## config.mk

```make
export PLATFORM = sky130hd
export DESIGN_NAME = hazard_unit
export DESIGN_NICKNAME = d
export VERILOG_FILES = /design/src/core_pkg.sv /design/src/hazard_unit.sv
export SDC_FILE = /design/constraint.sdc
export NUM_CORES = 1
export LEC_CHECK = 0
export BUFFER_PORTS_ARGS = -buffer_cell sky130_fd_sc_hd__buf_4
export CELL_PAD_IN_SITES_DETAIL_PLACEMENT = 1
export CELL_PAD_IN_SITES_GLOBAL_PLACEMENT = 1
export CORE_AREA = 2 2 148 150
export DETAILED_ROUTE_END_ITERATION = 6
export DIE_AREA = 0 0 150 152
export GPL_TIMING_DRIVEN = 0
export PLACE_DENSITY = 0.72
export SYNTH_ARGS = -nofsm -noshare
export SYNTH_HDL_FRONTEND = slang
export SYNTH_SLANG_ARGS = --single-unit
```

## constraint.sdc

```tcl
create_clock -name vclk -period 1.8
set_clock_uncertainty 0.2 [all_clocks]
set_input_delay 0.09 -clock vclk [all_inputs]
set_output_delay 0.09 -clock vclk [all_outputs]
set_load 0.02 [all_outputs]
```

## src/core_pkg.sv

```systemverilog
package core_pkg;

    localparam int xlen = 32;

    typedef logic [4:0] reg_idx_t;

    // RV32I major opcodes handled by this core
    typedef enum logic [6:0] {
        OPC_LUI    = 7'b0110111,
        OPC_OP_IMM = 7'b0010011,
        OPC_OP     = 7'b0110011,
        OPC_LOAD   = 7'b0000011,
        OPC_STORE  = 7'b0100011,
        OPC_BRANCH = 7'b1100011,
        OPC_JAL    = 7'b1101111,
        OPC_SYSTEM = 7'b1110011
    } opcode_e;

    typedef enum logic [2:0] {
        ALU_ADD,
        ALU_SUB,
        ALU_AND,
        ALU_OR,
        ALU_XOR,
        ALU_SLT,
        ALU_PASS_B
    } alu_op_e;

    typedef enum logic [1:0] {
        WB_ALU,
        WB_MEM,
        WB_LINK
    } wb_sel_e;

    typedef enum logic [1:0] {
        FWD_NONE,
        FWD_MEM,
        FWD_WB
    } fwd_sel_e;

    typedef struct packed {
        logic            valid;
        logic [xlen-1:0] pc;
        logic [xlen-1:0] instr;
    } fd_reg_t;

    typedef struct packed {
        logic            valid;
        logic [xlen-1:0] pc;
        logic [xlen-1:0] rs1_val;
        logic [xlen-1:0] rs2_val;
        logic [xlen-1:0] imm;
        reg_idx_t        rs1;
        reg_idx_t        rs2;
        reg_idx_t        rd;
        alu_op_e         alu_op;
        logic            use_imm;
        wb_sel_e         wb_sel;
        logic            reg_write;
        logic            mem_read;
        logic            mem_write;
        logic            is_branch;
        logic            branch_ne;
        logic            is_jal;
        logic            is_halt;
    } de_reg_t;

    typedef struct packed {
        logic            valid;
        logic [xlen-1:0] alu_result;
        logic [xlen-1:0] store_data;
        logic [xlen-1:0] link;
        reg_idx_t        rd;
        wb_sel_e         wb_sel;
        logic            reg_write;
        logic            mem_read;
        logic            mem_write;
        logic            is_halt;
    } em_reg_t;

    // retire is valid & reg_write & (rd != 0), registered with the rest
    typedef struct packed {
        logic            valid;
        reg_idx_t        rd;
        logic            reg_write;
        logic [xlen-1:0] result;
        logic            is_halt;
        logic            retire;
    } mw_reg_t;

endpackage

```

## src/hazard_unit.sv

```systemverilog
`timescale 1ns/1ns

module hazard_unit (
    input  core_pkg::fd_reg_t  fd,
    input  core_pkg::de_reg_t  de,
    input  core_pkg::em_reg_t  em,
    input  core_pkg::mw_reg_t  mw,
    output logic               load_stall,
    output core_pkg::fwd_sel_e fwd_a,
    output core_pkg::fwd_sel_e fwd_b
);
    import core_pkg::*;

    reg_idx_t fd_rs1;
    reg_idx_t fd_rs2;
    logic     em_ok;
    logic     mw_ok;

    function automatic fwd_sel_e fwd_source(
        reg_idx_t src,
        logic     em_hit_ok,
        reg_idx_t em_rd,
        logic     mw_hit_ok,
        reg_idx_t mw_rd
    );
        // Younger result in em wins over mw
        if (em_hit_ok && em_rd == src) begin
            return FWD_MEM;
        end else if (mw_hit_ok && mw_rd == src) begin
            return FWD_WB;
        end
        return FWD_NONE;
    endfunction

    assign fd_rs1 = fd.instr[19:15];
    assign fd_rs2 = fd.instr[24:20];

    // Load data only exists from mw onward, hence the one-cycle stall
    assign load_stall = fd.valid && de.valid && de.mem_read && (de.rd != '0) &&
                        (de.rd == fd_rs1 || de.rd == fd_rs2);

    assign em_ok = em.valid && em.reg_write && !em.mem_read && (em.rd != '0);
    assign mw_ok = mw.valid && mw.reg_write && (mw.rd != '0);

    assign fwd_a = fwd_source(de.rs1, em_ok, em.rd, mw_ok, mw.rd);
    assign fwd_b = fwd_source(de.rs2, em_ok, em.rd, mw_ok, mw.rd);

endmodule

```

# == Word-level counts from Yosys, hierarchy flattened ==
# Index checks and enable logic that the tools add are counted.
# classes
reduce_logical,18
n_mux,10
eq_ne,6
# op_table
operator,count
$eq A5 B5 Y1,6
$reduce_bool A5 Y1,3
$logic_and A1 B1 Y1,13
$mux W2,6
$mux W1,4
$logic_not A1 Y1,1
$logic_or A1 B1 Y1,1
# totals
regBits,0
out_inout_bits,5
wordCells,34

# == Longest topological paths before layout ==
# logic_depth
depth_word,6
mapped_depth,4

# == Least setup slack after synthesis ==
# No wires, ideal clock.
# synth_path
path_kind,input to output
startpoint,input em[7] (netlist name)
endpoint,output fwd_a[1]
path_buffers,0
setup_slack_ns,0.011
t_arrival_ns,1.499
cell_stages,4
path_cell_list,or4_1 -> o2111ai_2 -> nor4_1 -> nor3_1
# synth_between
elab_chain_cells,5
word_cells_on_any_way,7
classes_between,1 x eq/ne; 3 x mux; 3 x reduce/logical
# synth_rtl
element,line_no,text
start: declaration,hazard_unit.sv:6,"input core_pkg::em_reg_t em,"
$reduce_bool A5 Y1,hazard_unit.sv:42,assign em_ok = em.valid && em.reg_write && !em.mem_read && (em.rd != '0);
$logic_and A1 B1 Y1,hazard_unit.sv:42,
$logic_and A1 B1 Y1 (*),hazard_unit.sv:27,if (em_hit_ok && em_rd == src) begin
$mux W2 or $mux W1 (tied branches),hazard_unit.sv:27,
$mux W2 (*),hazard_unit.sv:32,return FWD_NONE;
end: declaration,hazard_unit.sv:9,"output core_pkg::fwd_sel_e fwd_a,"
# Every way passes the cells marked *; elsewhere a longest branch is shown, timed or not.

# == Final worst setup path ==
# layout_path
startpoint,input em[7] (netlist name)
endpoint,output fwd_b[1]
# layout_between
elab_chain_cells,5
word_cells_on_any_way,7
classes_between,1 x eq/ne; 3 x mux; 3 x reduce/logical
# layout_rtl
element,line_no,text
$reduce_bool A5 Y1,hazard_unit.sv:42,
$logic_and A1 B1 Y1,hazard_unit.sv:42,
$logic_and A1 B1 Y1 (*),hazard_unit.sv:27,
$mux W2 or $mux W1 (tied branches),hazard_unit.sv:27,
$mux W2 (*),hazard_unit.sv:32,
end: declaration,hazard_unit.sv:10,output core_pkg::fwd_sel_e fwd_b
# Marked as above.

==> results.json <==
{
  "outcome": "completed",
  "synthTopCellsByArea": "xor2_1 (35%), xnor2_1 (31%), nand3_1 (7.5%)",
  "synthesis.area_um2": 398,
  "hold-path-cell-count": 4,
  "die_w_um": 150,
  "cp_max_fo": 3,
  "grt_max_degree": 4,
  "synth.mux.area_fraction": 0,
  "drc": 0,
  "slew_violations": 0,
  "drt_pass1_iterations": 3,
  "yosysUniqueCellTypes": 11,
  "wl_per_cell_um": 5.49,
  "endpoint_kind": "output pin",
  "core_um2": 21400,
  "power.density_nw_per_um2": 157,
  "synth_common_cells": "xor2_1 (16), xnor2_1 (14), nand3_1 (6), nor3_1 (6), or4_1 (3)",
  "drive_gt1_frac": 0.510,
  "finish.utilization": 0.0525,
  "critical_path_class": "primary input to output pin",
  "vias": 545,
  "grt_pass1_wl_um": 3260,
  "start_util": 0.0186,
  "worst_pin_slew_ps": 390,
  "grt_pass1_vias": 599,
  "overflow": 0,
  "ioPinCount": 376,
  "yosysTopAreaCellShare": 0.352,
  "cp_data_required_time_ps": 1510,
  "worstHoldPathType": "primary input to output pin",
  "multi_input_area_um2": 407,
  "row_count": 54,
  "nClkBuffers": 0,
  "synth_compound_area_frac": 0.0912,
  "maxCapViolations": 0,
  "areaGrowthSynthToFinish_pct": 182,
  "synth_top_area_cell": "xor2_1",
  "ys_seq_area_frac": 0,
  "arrival_ps": 1430,
  "synth_warnings": 0,
  "finalWorstSetupSlack_ps": 80.8,
  "postRouteAntennaNets": 0,
  "startpoint": "em[7]",
  "die_area_um2": 22800,
  "syn_inst": 52,
  "critPathLaunchType": "primary input",
  "drtIter0Drc": 9,
  "antenna_found_initial": 0,
  "syn_nets": 423,
  "fp.dieH_um": 152,
  "post_cts_buffers": 0,
  "relSlewSlack": 0.740,
  "leakage_nw": 0.352,
  "period_needed_ps": 1720,
  "setup_viol": 0,
  "seq_cells": 0,
  "hpwl_um": 2040,
  "dpl_worst_slack_ps": 72.3,
  "holdWs_ps": 383,
  "register_area_um2": 0,
  "hold_viol_final": 0,
  "fillers": 2613,
  "grtUsageTotal": 0.0180,
  "portBuffers": 48,
  "n_antenna_cell": 0,
  "tns_ps": 0,
  "gp_congestion": 0.770,
  "fin_crit_sh": 0.955,
  "ir_worst_vdd_uv": 42.1,
  "finalNetCount": 473,
  "synth_adder_area_share": 0,
  "max_freq_mhz": 582,
  "rsz0062_at_grt": "yes",
  "synth.avg_cell_area_um2": 7.65,
  "finalWirelength_um": 2090,
  "synthXorXnorAreaFrac": 0.660,
  "yosys.cell_count.top_type": "xor2_1",
  "vias_per_cell": 1.43,
  "synth-simple-area-share": 0.239,
  "cp-endpoint": "fwd_b[1]",
  "synth_top_family_by_area": "XOR/XNOR gates"
}
-- kinds of logic (layout without fill, tap and decap cells) --
kind of cell | after synthesis | count (layout)
simple gates | 17 | 17
buf+inv | 1 | 49
xor+xnor | 30 | 30
compound gates | 4 | 4
-- cell type report --
class / instances / share of cell area
well taps: 280 / 0.312
multi-input cells: 51 / 0.363
repair buffers: 48 / 0.321
inverters: 1 / 0.00335
-- per-layer routing --
layer,up-vias,routed length (µm),track usage
met5,-,0,0
met4,0,18,0.00135
met3,2,88,0.00240
met2,14,1190,0.0350
met1,247,792,0.0214
li1,282,-,-
-- report_power, final --
| part | switching, W | total [W] | internal [W] |
|---|---|---|---|
| Clock | 0 | 0 | 0 |
| Sequential | 0 | 0 | 0 |
| Combinational | 0.0000720 | 0.000176 | 0.000104 |
| Total | 0.0000720 | 0.000176 | 0.000104 |
-- cell usage in the layout, fill, tap and decap left out --
cell type and count:
buf_4 48, xor2_1 16, xnor2_1 14, nand3_1 6, nor3_1 6, or4_1 3, nor4_2 2, inv_1 1
o2111ai_2 1, o2111ai_1 1, a21oi_1 1, o211ai_1 1
-- per-stage QoR --
| stage | total power, W | cells | area [µm²] |
|---|---|---|---|
| global route | 0.000194 | 380 | 1120 |
| detailed placement | 0.000176 | 380 | 1110 |
| floorplan | 0.0000633 | 52 | 398 |
| global placement | 0.000173 | 380 | 1110 |
| CTS | 0.000176 | 380 | 1110 |
| finish | 0.000176 | 380 | 1120 |
-- critical path, stage by stage --
cell and delay, ps:
buf_4 130, or4_1 530, o2111ai_2 260, nor4_2 90, nor3_1 150, buf_4 170
-- how the worst min path moves through the flow --
stage / from / to / slack (ps)
after floorplan: de[5] / load_stall / 130
after global placement: em[3] / fwd_b[0] / 390
after detailed placement: em[3] / fwd_b[0] / 390
after CTS: em[3] / fwd_b[0] / 390
after global routing: em[3] / fwd_b[0] / 410
final: em[3] / fwd_b[0] / 380
-- timing repair --
action | 4_1_cts | 5_1_grt
endpoints found under the setup margin | 0 | 2
gates resized for setup | 0 | 2
hold buffers | 0 | 0
(Power assumes the default switching activity.)
