### config.mk
export PLATFORM = sky130hd
export DESIGN_NAME = fetch_stage
export DESIGN_NICKNAME = d
export VERILOG_FILES = /design/src/core_pkg.sv /design/src/fetch_stage.sv
export SDC_FILE = /design/constraint.sdc
export NUM_CORES = 1
export LEC_CHECK = 0
export ABC_CLOCK_PERIOD_IN_PS = 3940
export BUFFER_PORTS_ARGS = -buffer_cell sky130_fd_sc_hd__buf_2
export CAP_MARGIN = 15
export CORE_MARGIN = 2
export CORE_UTILIZATION = 35
export CTS_BUF_LIST = sky130_fd_sc_hd__clkbuf_4 sky130_fd_sc_hd__clkbuf_8
export DETAILED_ROUTE_END_ITERATION = 7
export PLACE_DENSITY = 0.61
export SKIP_CTS_REPAIR_TIMING = 1
export SLEW_MARGIN = 20
export SYNTH_ARGS = -nofsm -noshare
export SYNTH_HDL_FRONTEND = slang
export SYNTH_SLANG_ARGS = --single-unit
### constraint.sdc
create_clock -name clk -period 3.94 [get_ports clk]
set_clock_uncertainty 0.05 [all_clocks]
set_input_delay 0.985 -clock clk [delete_from_list [all_inputs] [get_ports clk]]
set_output_delay 0.985 -clock clk [all_outputs]
set_load 0.01 [all_outputs]
### src/core_pkg.sv
package core_pkg;

    localparam int xlen = 32;

    typedef logic [4:0] reg_idx_t;

    // RV32I major opcodes handled by this core
    typedef enum logic [6:0] {
        OPC_LUI    = 7'b0110111,
        OPC_OP_IMM = 7'b0010011,
        OPC_OP     = 7'b0110011,
        OPC_LOAD   = 7'b0000011,
        OPC_STORE  = 7'b0100011,
        OPC_BRANCH = 7'b1100011,
        OPC_JAL    = 7'b1101111,
        OPC_SYSTEM = 7'b1110011
    } opcode_e;

    typedef enum logic [2:0] {
        ALU_ADD,
        ALU_SUB,
        ALU_AND,
        ALU_OR,
        ALU_XOR,
        ALU_SLT,
        ALU_PASS_B
    } alu_op_e;

    typedef enum logic [1:0] {
        WB_ALU,
        WB_MEM,
        WB_LINK
    } wb_sel_e;

    typedef enum logic [1:0] {
        FWD_NONE,
        FWD_MEM,
        FWD_WB
    } fwd_sel_e;

    typedef struct packed {
        logic            valid;
        logic [xlen-1:0] pc;
        logic [xlen-1:0] instr;
    } fd_reg_t;

    typedef struct packed {
        logic            valid;
        logic [xlen-1:0] pc;
        logic [xlen-1:0] rs1_val;
        logic [xlen-1:0] rs2_val;
        logic [xlen-1:0] imm;
        reg_idx_t        rs1;
        reg_idx_t        rs2;
        reg_idx_t        rd;
        alu_op_e         alu_op;
        logic            use_imm;
        wb_sel_e         wb_sel;
        logic            reg_write;
        logic            mem_read;
        logic            mem_write;
        logic            is_branch;
        logic            branch_ne;
        logic            is_jal;
        logic            is_halt;
    } de_reg_t;

    typedef struct packed {
        logic            valid;
        logic [xlen-1:0] alu_result;
        logic [xlen-1:0] store_data;
        logic [xlen-1:0] link;
        reg_idx_t        rd;
        wb_sel_e         wb_sel;
        logic            reg_write;
        logic            mem_read;
        logic            mem_write;
        logic            is_halt;
    } em_reg_t;

    // retire is valid & reg_write & (rd != 0), registered with the rest
    typedef struct packed {
        logic            valid;
        reg_idx_t        rd;
        logic            reg_write;
        logic [xlen-1:0] result;
        logic            is_halt;
        logic            retire;
    } mw_reg_t;

endpackage

### src/fetch_stage.sv
`timescale 1ns/1ns

module fetch_stage #(
    parameter logic [core_pkg::xlen-1:0] RESET_PC = '0
) (
    input  logic                      clk,
    input  logic                      rst_n,
    input  logic                      load_stall,
    input  logic                      redirect,
    input  logic [core_pkg::xlen-1:0] redirect_pc,
    input  logic                      halted,
    output logic [core_pkg::xlen-1:0] imem_addr,
    input  logic [core_pkg::xlen-1:0] imem_data,
    output core_pkg::fd_reg_t         fd
);
    import core_pkg::*;

    logic [xlen-1:0] pc;

    // Instruction memory answers in the same cycle
    assign imem_addr = pc;

    always_ff @(posedge clk or negedge rst_n) begin
        if (!rst_n) begin
            pc <= RESET_PC;
            fd <= '0;
        end else if (redirect) begin
            // Younger instruction in fd is on the wrong path
            pc       <= redirect_pc;
            fd.valid <= 1'b0;
        end else if (!load_stall && !halted) begin
            pc       <= pc + xlen'(4);
            fd.valid <= 1'b1;
            fd.pc    <= pc;
            fd.instr <= imem_data;
        end
        // Otherwise pc and fd hold
    end

endmodule

### Yosys cells after proc, flatten, opt, wreduce, memory -nomap -nowiden

Index checks and enable logic that the tools add are counted.

| operators by class | value |
|---|---|
| add/subtract/negate cells | 1 |
| $mul | 0 |
| div/mod/pow operators | 0 |
| $lt $le $gt $ge | 0 |
| equal/unequal tests | 0 |
| shift-type cells | 0 |
| mux-type cells | 4 |
| bitwise logic cells | 1 |
| reduce and logical (&&, ||, !) cells | 5 |

Operator list:

| kind | count |
|---|---|
| $mux 65 | 1 |
| $mux 32 | 2 |
| $add 32x3->32 const B | 1 |
| $logic_not 1->1 | 2 |
| $reduce_and 2->1 | 1 |
| $reduce_bool 2->1 | 1 |
| $logic_and 1x1->1 | 1 |
| $mux 1 | 1 |
| $not 1->1 | 1 |

| word-level totals | value |
|---|---|
| flip-flop bits (word level) | 97 |
| latch bits | 0 |
| memory bits (writable) | 0 |
| bits in read-only memories | 0 |
| input bits | 69 |
| output and inout bits | 97 |
| memories kept | 0 |

### Depth between registers and ports, before layout

Gate-level depths: netlist of run 1.

| logic depth | value |
|---|---|
| depth in word-level cells | 4 |
| depth in mapped cells | 6 |
| depth with buffers taken out | 5 |

### Worst setup path after synthesis of run 1

No wires, ideal clock.

| timing path | value |
|---|---|
| kind | input to register |
| start point | input load_stall |
| end point | register pc[24] (netlist: imem_addr[24]) |
| library setup time | 0.082 ns |
| arrival time | 2.491 ns |
| data required time | 3.808 ns |
| path slack | 1.317 ns |
| stages on the path | 5 |
| path buffers | 1 |
| path through | or3b_4 or4_4 buf_2 or3_1 a31oi_1 |

| on the way | value |
|---|---|
| longest elaborated chain between the ends | 3 |

RTL lines:

| element | line | text |
|---|---|---|
| start, declared | fetch_stage.sv:8 | `input logic load_stall,` |
| $logic_not 1->1 | fetch_stage.sv:31 | `end else if (!load_stall && !halted) begin` |
| $logic_and 1x1->1 | fetch_stage.sv:31 |  |
| $reduce_bool 2->1 (no source line) | -- |  |
| end signal, assigned | fetch_stage.sv:29 | `pc <= redirect_pc;` |
| end signal, assigned | fetch_stage.sv:32 | `pc <= pc + xlen'(4);` |
| end, declared | fetch_stage.sv:18 | `logic [xlen-1:0] pc;` |

No other way between the ends.
A chain may end at the register's enable or synchronous reset.

### Worst setup path after layout of run 1

| timing path | value |
|---|---|
| start point | register pc[3] (netlist: imem_addr[3]) |
| end point | register pc[30] (netlist: imem_addr[30]) |

| on the way | value |
|---|---|
| longest elaborated chain between the ends | 3 |

RTL lines:

| element | line | text |
|---|---|---|
| $add 32x3->32 | fetch_stage.sv:32 |  |
| $mux 32 | fetch_stage.sv:31 |  |
| $mux 32 | fetch_stage.sv:27 | `end else if (redirect) begin` |

No other way between the ends. The select of a mux whose other input is x is not followed.

==> impl_metrics.py, run 1 <==
metrics = {
    "final_layout": {
        "fill_cells": 1126,
        "multi_input_area_mm2": 0.001703,
        "fin_nets": 575,
        "regArea_mm2": 0.002427,
        "drive_gt1_frac": 0.5098,
        "n_antenna_cell": 0,
        "syn2layout_area_growth_pct": 28.08,
    },
    "clocking": {
        "insertion_delay_ps": 370,
        "htree_num_levels": 3,
        "root_buffer": "clkbuf_8",
        "clk_pin_slew_ps": 90,
        "cts_tree": "yes",
        "cts_buffers": 9,
        "cts.sinks": 97,
        "clk_path_buf_depth": 2,
    },
    "worst_hold_path": {
        "hp-class": "flip-flop to flip-flop",
    },
    "timing": {
        "fmaxAchievable_ghz": 0.3823,
        "period_minus_slack_ps": 2615,
        "setup_violations": 0,
        "slew-limit-headroom": 0.3838,
        "hold_viol_final": 0,
        "worst_pin_slew_ps": 923.3,
        "setup_ws_ps": 1325,
        "setup_tns_ps": 0,
        "final_max_slew_viol_count": 0,
        "post-route-period-util": 0.6638,
        "grt_setup_unrepaired": "no",
    },
    "setup_path": {
        "cpMaxStageDelayCell": "or4_4",
        "max_stage_delay_ps": 590,
        "crit_type": "flip-flop to flip-flop",
        "cp_data_arrival_time_ps": 2860,
        "regToRegSetupSlack_ps": 1320,
        "cp_max_fo": 15,
        "endpoint_kind": "flip-flop",
        "cp_top_family": "simple AND/OR/NAND/NOR gates",
        "crit_buf_inv": 0,
        "startpoint_type": "flip-flop",
        "worstPathRequired_ps": 4180,
        "worstPathCellList": "ha_1 -> or3b_4 -> or4_4 -> or4_1 -> a31oi_1",
    },
    "yosys": {
        "yosys.area_share.simple": 0.1296,
        "synth_compound_area_frac": 0.07103,
        "syn_area_mm2": 0.004210,
        "yosysWarnings": 0,
        "synthArstFlopShare": 1.000,
        "synth.mux.area_fraction": 0.1789,
        "synth_xor_area_frac": 0.02080,
        "synth_largest_area_cell": "dfrtp_1",
        "yosys.area_share.adder": 0.002972,
        "ys_types": 35,
        "synth_area_leaders": "dfrtp_1, mux2_2, nand2_1",
        "synth_cells": 343,
        "syn-num-nets": 413,
        "ys.flop_type": "dfrtp_1",
        "ys_seq_area_frac": 0.5765,
        "synth_common_cells": "dfrtp_1, mux2_2, nand2_1",
        "synth_seq_cells": 97,
        "synth_edf_count": 0,
        "syn-mean-instance-area_um2": 12.27,
        "synth_top_cell_area_share": 0.5765,
        "synthMostInstantiatedCell": "dfrtp_1",
        "synth_top_family_by_area": "multiplexers",
    },
    "route": {
        "vias": 3336,
        "ant_nets": 0,
        "wl_um": 10710,
        "dr.pass1.iters": 4,
        "wire_per_inst_um": 16.34,
        "viasPerCell": 5.093,
        "first_iter_violations": 108,
        "drc_errors": 0,
    },
    "floorplan": {
        "fp.dieH_um": 113.7,
        "start_util": 0.3550,
        "die_area_mm2": 0.01292,
        "io_pins": 166,
        "core_region_area_mm2": 0.01186,
        "placementRows": 40,
        "die_x_um": 113.7,
    },
    "pwr": {
        "vdd_drop_max_mv": 0.2426,
        "swShare": 0.2875,
        "p_seq_frac": 0.509,
        "p_clk_frac": 0.275,
        "p_int_mw": 1.796,
        "p_switching_uw": 724.8,
        "power_density_mw_per_mm2": 467.4,
        "power_frac_comb": 0.216,
        "p_leak_nw": 2.463,
    },
    "place": {
        "hpwlAfterDp_um": 7764,
        "pre_cts_ws_ps": 1002,
        "gp_congestion": 0.8126,
        "port-buffer-count": 165,
    },
    "grt": {
        "grt_pass1_wl_um": 17550,
        "gr-total-overflow": 0,
        "grt_antenna_before_repair": 0,
        "grt_max_degree": 81,
        "grt_pass1_vias": 3414,
        "grt_use_total": 0.1744,
    },
    "job": {
        "maxCapViolCount": 0,
    },
    "outcome": {
        "status": "completed",
    },
}
## state kept, by name, summed over array words and instances (netlist names)
name	count
fd	65
imem_addr	32
## power groups by stage
stage | sequential [mW] | clock (mW) | combinational (mW)
floorplan | 1.37 | 0 | 0.201
CTS | 1.29 | 0.716 | 0.554
finish | 1.28 | 0.693 | 0.545
detailed placement | 1.30 | 0 | 0.554
global placement | 1.29 | 0 | 0.545
global route | 1.31 | 0.766 | 0.596
## final timing paths
| path | to | depth (start not counted) | startpoint |
|---|---|---|---|
| max reg2reg | imem_addr[30]$_DFFE_PN0N_ | 5 | imem_addr[3]$_DFFE_PN0N_ |
| min reg2reg | fd[59]$_DFFE_PN0P_ | 1 | fd[59]$_DFFE_PN0P_ |
| max | imem_addr[30]$_DFFE_PN0N_ | 5 | imem_addr[3]$_DFFE_PN0N_ |
| min | fd[59]$_DFFE_PN0P_ | 1 | fd[59]$_DFFE_PN0P_ |
| max in group asynchronous | fd[2]$_DFFE_PN0P_ | 2 | rst_n |
| min in group asynchronous | fd[61]$_DFFE_PN0P_ | 1 | rst_n |
## routing by layer
| metal | GRT usage | wire [um] | vias to the layer above |
|---|---|---|---|
| met5 | 0 | 0 | - |
| met2 | 0.2575 | 4632 | 137 |
| met1 | 0.2309 | 4853 | 1600 |
| met4 | 0.07480 | 190 | 0 |
| li1 | - | - | 1586 |
| met3 | 0.06536 | 1027 | 13 |
## metrics by stage
stage	utilization	std cells	area [um^2]	hold slack (ps)	total power, mW
2_1_floorplan	-	343	4210	485.1	1.568
3_3_place_gp	0.4373	641	5187	431.8	1.837
3_5_place_dp	0.4373	641	5187	439.2	1.856
4_1_cts	0.4543	655	5389	458.8	2.555
5_1_grt	0.4546	655	5393	468.5	2.673
6_report	0.4546	655	5393	454.8	2.521
## final cells by class
class                      count  share of cell area
sequential                    97              0.4501
multi-input combinational    224              0.3158
timing repair buffer         169              0.1599
tap                          147             0.03411
clock buffer                  10             0.02436
clock inverter                 4             0.01299
inverter                       4            0.002784
## placed cells by master, fill, tap and decap left out, types with 2 or more instances in the layout
master and n:
nand2_1 27, buf_4 4, nor4_1 3, or4_1 10, or4_4 2, bufinv_16 2
o311ai_1 2, o21ai_0 18, xnor2_1 5, o211ai_1 5, nand3_1 8, nor2_1 18
a31oi_1 15, xor2_1 5, clkbuf_8 9, clkinv_2 2, nand3_2 2, and3_1 3
or3_1 8, buf_2 164, nand4_1 7, inv_1 4, mux2_2 66, dfrtp_1 97
o31ai_1 8
## logic make-up after synthesis
kind of cell / count (synthesis)
adder cells (fa/ha/maj): 1
buffers and inverters: 22
AO/OA/AOI/OAI: 48
multiplexers: 67
XOR/XNOR: 10
AND/OR/NAND/NOR: 98
flip-flops: 97
Power figures use the tool's default switching activity.
==> run 2, diff against run 1 <==
- ABC_AREA: not set -> 1
- ABC_CLOCK_PERIOD_IN_PS: 3940 -> 2400
- PLACE_DENSITY: 0.61 -> 0.62
- clock period: 3.94 -> 2.4 ns (I/O delays scaled with it)
==> run 2 against run 1 <==
  * Area after synthesis increased by 11%
  * Largest power group unchanged
  * Worst setup slack got worse by 670 ps
  * Maximum frequency increased by 50%
==> impl_metrics.py, run 2 <==
metrics = {
    "clocking": {
        "clk_pin_slew_ps": 90,
        "root_buffer": "clkbuf_8",
        "cts_tree": "yes",
        "insertion_delay_ps": 350,
        "cts_buffers": 9,
        "clk_path_buf_depth": 2,
        "htree_num_levels": 3,
        "cts.sinks": 97,
    },
    "timing": {
        "setup_violations": 0,
        "setup_tns_ps": 0,
        "period_minus_slack_ps": 1741,
        "hold_viol_final": 0,
        "slew-limit-headroom": 0.6322,
        "fmaxAchievable_ghz": 0.5743,
        "worst_pin_slew_ps": 551.7,
        "final_max_slew_viol_count": 0,
        "post-route-period-util": 0.7256,
        "grt_setup_unrepaired": "no",
    },
    "setup_path": {
        "max_stage_delay_ps": 480,
        "startpoint_type": "flip-flop",
        "cp_data_arrival_time_ps": 1930,
        "worstPathCellList": "ha_1 -> inv_1 -> nor2_2 -> nand3_2 -> nor2_4 -> nand3_1 -> nand2_1 -> nand3_1",
        "crit_path_frequent_cell": "nand3_1",
        "worstPathRequired_ps": 2590,
        "endpoint_kind": "flip-flop",
        "cpMaxStageDelayCell": "dfrtp_1",
        "crit_type": "flip-flop to flip-flop",
        "cp_max_fo": 6,
    },
    "yosys": {
        "syn-mean-instance-area_um2": 7.907,
        "ys_seq_area_frac": 0.5194,
        "ys_types": 32,
        "synth_seq_cells": 97,
        "synth_edf_count": 0,
        "synth_cells": 591,
        "synth_area_leaders": "dfrtp_1, nand2_1, nor2_1",
        "synth_top_cell_area_share": 0.5194,
        "syn_area_mm2": 0.004673,
        "synthArstFlopShare": 1.000,
        "synthMostInstantiatedCell": "nand2_1",
        "syn-num-nets": 661,
        "yosysWarnings": 0,
        "synth_common_cells": "nand2_1, dfrtp_1, nor2_1",
        "ys.flop_type": "dfrtp_1",
        "synth_largest_area_cell": "dfrtp_1",
    },
    "final_layout": {
        "postLayoutCellArea_mm2": 0.005891,
        "final_common_cell": "nand2_1",
        "final_cell_mix": "nand2_1, buf_2, dfrtp_1, nor2_1, nand3_1",
        "layout.cells.non_filler": 935,
        "top_register": "fd",
        "largest_reg_flops": 65,
        "drive_gt1_frac": 0.2744,
        "fill_cells": 1345,
        "fin_nets": 823,
        "syn2layout_area_growth_pct": 26.05,
    },
    "route": {
        "drc_errors": 0,
        "vias": 4430,
        "viasPerCell": 4.738,
        "first_iter_violations": 250,
        "ant_nets": 0,
        "wl_um": 13230,
        "dr.pass1.iters": 5,
        "wire_per_inst_um": 14.15,
    },
    "worst_hold_path": {
        "hp-class": "input port to async pin",
    },
    "place": {
        "placed_area_mm2": 0.005673,
        "hpwlAfterDp_um": 9483,
        "port-buffer-count": 165,
        "dp.cells": 918,
        "gp_congestion": 0.8414,
    },
    "floorplan": {
        "die_area_mm2": 0.01429,
        "start_util": 0.3557,
        "fp.dieH_um": 119.6,
        "die_x_um": 119.6,
        "core_region_area_mm2": 0.01314,
        "placementRows": 42,
        "io_pins": 166,
    },
    "outcome": {
        "status": "completed",
    },
    "grt": {
        "grt_pass1_vias": 4357,
        "gr-total-overflow": 0,
        "grt_max_degree": 98,
        "grt_use_total": 0.1910,
        "grt_antenna_before_repair": 1,
        "grt_pass1_wl_um": 21780,
    },
    "pwr": {
        "vdd_drop_max_mv": 0.2451,
        "p_leak_nw": 3.172,
        "power_density_mw_per_mm2": 695.8,
    },
    "job": {
        "maxCapViolCount": 0,
    },
}
[run 2: metal layers]
layer	vias up	global-route usage	wire (um)
met5	-	0	0
met4	0	0.05956	93
met3	6	0.03660	833
met2	151	0.3100	6410
met1	2085	0.2595	5896
li1	2188	-	-
[run 2: cell families (layout without fill, tap and decap cells)]
kind of cell    count (synthesis)  count (layout)  share of synthesized area
simple gates                  376             376                     0.3459
flops                          97              97                     0.5194
buf+inv                        73             240                    0.07015
compound gates                 41              41                    0.05623
xor+xnor                        3               3                   0.005624
fa+ha+maj                       1               1                   0.002677
other cells                     0               1                          0
[run 2: final timing paths]
kind | from | to | cells after the start | slack, ps
setup / recovery | imem_addr[2]$_DFFE_PN0N_ | imem_addr[26]$_DFFE_PN0N_ | 8 | 660
hold / removal | rst_n | fd[54]$_DFFE_PN0P_ | 2 | 200
setup reg to reg | imem_addr[2]$_DFFE_PN0N_ | imem_addr[26]$_DFFE_PN0N_ | 8 | 660
hold reg to reg | fd[37]$_DFFE_PN0P_ | fd[37]$_DFFE_PN0P_ | 2 | 430
max in group asynchronous | rst_n | fd[34]$_DFFE_PN0P_ | 2 | 1640
min in group clk | imem_data[15] | fd[15]$_DFFE_PN0P_ | 3 | 380
[run 2: layout make-up]
class                      count  area, um^2  share of cell area
sequential                    97        2427              0.4121
multi-input combinational    421        1918              0.3256
timing repair buffer         173       913.4              0.1551
tap                          176       220.2             0.03738
inverter                      51       193.9             0.03292
clock buffer                  14       180.2             0.03059
clock inverter                 2       35.03            0.005947
antenna                        1       2.502           0.0004248
[run 2: critical path, delay by kind of cell, from the launching register on]
kind / cells / cell delay (ps)
simple gates: 6 / 770
buf+inv: 1 / 60
fa+ha+maj: 1 / 250
flops: 1 / 480
[run 2: power breakdown]
group	total [mW]	internal, mW	switching (mW)
Combinational	0.884	0.365	0.519
Clock	1.15	0.591	0.559
Sequential	2.06	1.87	0.192
Total	4.10	2.83	1.27
[run 2: stage by stage]
step           total power [mW]  hold slack [ps]  setup slack, ps  utilization
2_1_floorplan             2.531            254.4            875.2            -
3_3_place_gp              2.977            406.9            480.0       0.4318
3_5_place_dp              2.993            411.5            467.3       0.4318
4_1_cts                   4.161            246.9            647.8       0.4482
5_1_grt                   4.353            268.8            522.5       0.4484
6_report                  4.099            198.5            658.7       0.4484
==> run 3, diff against run 2 <==
- ABC_CLOCK_PERIOD_IN_PS: 2400 -> 1700
- PLACE_DENSITY: 0.62 -> 0.6
- clock period: 2.4 -> 1.7 ns (I/O delays scaled with it)
==> run 3 against run 2 <==
  * Sequential power rose by 41%
  * Die area did not move
  * Via count rose by 0.97%
  * Critical path depth fell by 6
  * Final area rose by 1.3%
  * Cell count rose by 1.1%
  * Sequential share of layout area fell by 0.51 points
  * Non-clock buffer count rose by 10
  * Combinational power rose by 46%
  * Global-route usage fell by 0.078 points
  * Register-to-register slack got worse by 530 ps
  * Clock-buffer cell count fell by 3
  * Highest routed layer unchanged
==> impl_metrics.py, run 3 (same netlist as run 2, synthesis figures left out) <==
metrics = {
    "outcome": {
        "status": "completed",
    },
    "floorplan": {
        "placementRows": 42,
        "start_util": 0.3557,
        "die_area_mm2": 0.01429,
        "io_pins": 166,
        "die_x_um": 119.6,
        "fp.dieH_um": 119.6,
        "core_region_area_mm2": 0.01314,
    },
    "worst_hold_path": {
        "min_from": "imem_data[7]",
        "worst_hold_path.num_cells": 3,
        "min_to": "fd[7]$_DFFE_PN0P_",
        "hp-class": "input port to flip-flop",
    },
    "timing": {
        "setup_violations": 0,
        "period_minus_slack_ps": 1603,
        "slew-limit-headroom": 0.7289,
        "fmaxAchievable_ghz": 0.6237,
        "final_max_slew_viol_count": 0,
        "post-route-period-util": 0.9431,
        "hold_viol_final": 0,
        "worst_pin_slew_ps": 406.1,
        "worst_hold_slack_ps": 182.7,
    },
    "setup_path": {
        "regToRegSetupSlack_ps": 130,
        "startpoint_type": "flip-flop",
        "max_stage_delay_ps": 440,
        "cp_top_family": "flip-flops",
        "crit_type": "flip-flop to primary output",
        "ff2ff_path_depth": 8,
        "worstPathCellList": "buf_4 -> buf_2",
        "endpoint_kind": "primary output",
        "cp_data_arrival_time_ps": 1130,
        "cp_max_fo": 5,
        "cpMaxStageDelayCell": "dfrtp_1",
        "worstPathRequired_ps": 1220,
        "rr_startpoint": "imem_addr[2]$_DFFE_PN0N_",
        "crit_buf_inv": 2,
        "reg2reg_to": "imem_addr[22]$_DFFE_PN0N_",
    },
    "final_layout": {
        "final_common_cell": "nand2_1",
        "postLayoutCellArea_mm2": 0.005964,
        "final_cell_mix": "nand2_1, buf_2, dfrtp_1, nor2_1, nand3_1",
        "syn2layout_area_growth_pct": 27.63,
        "top_register": "fd",
        "largest_reg_flops": 65,
        "fin_nets": 833,
        "drive_gt1_frac": 0.2826,
        "fill_cells": 1381,
    },
    "place": {
        "port-buffer-count": 165,
        "placed_area_mm2": 0.005758,
        "gp_congestion": 0.8166,
        "hpwlAfterDp_um": 9962,
    },
    "route": {
        "ant_nets": 0,
        "drc_errors": 0,
        "dr.pass1.iters": 5,
        "first_iter_violations": 249,
        "wire_per_inst_um": 14.16,
        "wl_um": 13390,
        "vias": 4473,
        "viasPerCell": 4.733,
    },
    "grt": {
        "grt_antenna_before_repair": 1,
        "gr-total-overflow": 0,
        "grt_pass1_wl_um": 21490,
        "grt_max_degree": 44,
        "grt_use_total": 0.1902,
        "grt_pass1_vias": 4286,
    },
    "pwr": {
        "p_leak_nw": 3.210,
        "power_density_mw_per_mm2": 943.0,
        "vdd_drop_max_mv": 0.3549,
    },
    "clocking": {
        "root_buffer": "clkbuf_8",
        "cts_buffers": 9,
        "insertion_delay_ps": 380,
        "cts.sinks": 97,
        "htree_num_levels": 3,
        "clk_path_buf_depth": 2,
        "clk_pin_slew_ps": 90,
        "cts_tree": "yes",
    },
    "job": {
        "maxCapViolCount": 0,
    },
}
==> run 3: cell count changes in the layout (fill, tap and decap cells not counted), sizes merged <==
| cell | previous run | this run |
|---|---|---|
| clkinvlp | 0 | 2 |
| buf | 173 | 182 |
| dlygate4sd3 | 0 | 1 |
| clkbuf | 14 | 11 |
| bufinv | 1 | 0 |
| clkinv | 1 | 3 |
==> run 3: cell type report <==
cell class / instances / area [um^2] / share of cell area
sequential: 97 / 2427 / 0.4070
multi-input combinational: 421 / 1923 / 0.3224
timing repair buffer: 183 / 1016 / 0.1703
tap: 176 / 220.2 / 0.03692
inverter: 51 / 193.9 / 0.03252
clock buffer: 11 / 151.4 / 0.02538
clock inverter: 5 / 30.03 / 0.005035
antenna: 1 / 2.502 / 0.0004196
==> run 3: where the power goes <==
part / total [mW] / switching, mW / internal [mW]
combinational: 1.29 / 0.752 / 0.541
sequential: 2.91 / 0.263 / 2.64
clock: 1.42 / 0.820 / 0.604
total: 5.62 / 1.83 / 3.79
==> run 3: worst max-delay path by stage <==
stage / slack (ps) / startpoint / to / cells after the start
after CTS: 70 / imem_addr[24]$_DFFE_PN0N_ / imem_addr[24] / 2
after detailed placement: 20 / load_stall / fd[4]$_DFFE_PN0P_ / 8
after global placement: 100 / load_stall / imem_addr[15]$_DFFE_PN0N_ / 9
after global routing: -10 / imem_addr[2]$_DFFE_PN0N_ / imem_addr[26]$_DFFE_PN0N_ / 8
after floorplan: 200 / imem_addr[2]$_DFFE_PN0N_ / imem_addr[22]$_DFFE_PN0N_ / 8
final: 100 / imem_addr[24]$_DFFE_PN0N_ / imem_addr[24] / 2
==> run 3: worst min-delay path: cells and delay by family <==
family | cells | cell delay, ps
buf+inv | 1 | 70
simple gates | 2 | 80
==> run 3: per-stage QoR <==
| step | instances | setup TNS (ps) | total power [mW] | setup slack, ps | util |
|---|---|---|---|---|---|
| 2_1_floorplan | 591 | 0 | 3.573 | 203.6 | - |
| 5_1_grt | 945 | -11.00 | 5.982 | -11.00 | 0.4540 |
| 3_3_place_gp | 926 | 0 | 4.233 | 95.09 | 0.4383 |
| 3_5_place_dp | 926 | 0 | 4.262 | 16.38 | 0.4383 |
| 4_1_cts | 942 | 0 | 5.693 | 73.77 | 0.4521 |
| 6_report | 945 | 0 | 5.625 | 96.74 | 0.4540 |
==> run 3: routing by layer <==
layer,global-route usage,up-vias,share of wire
li1,-,2214,-
met1,0.2579,2124,0.45
met2,0.3021,121,0.48
met3,0.04183,14,0.053
met4,0.06618,0,0.015
met5,0,-,0
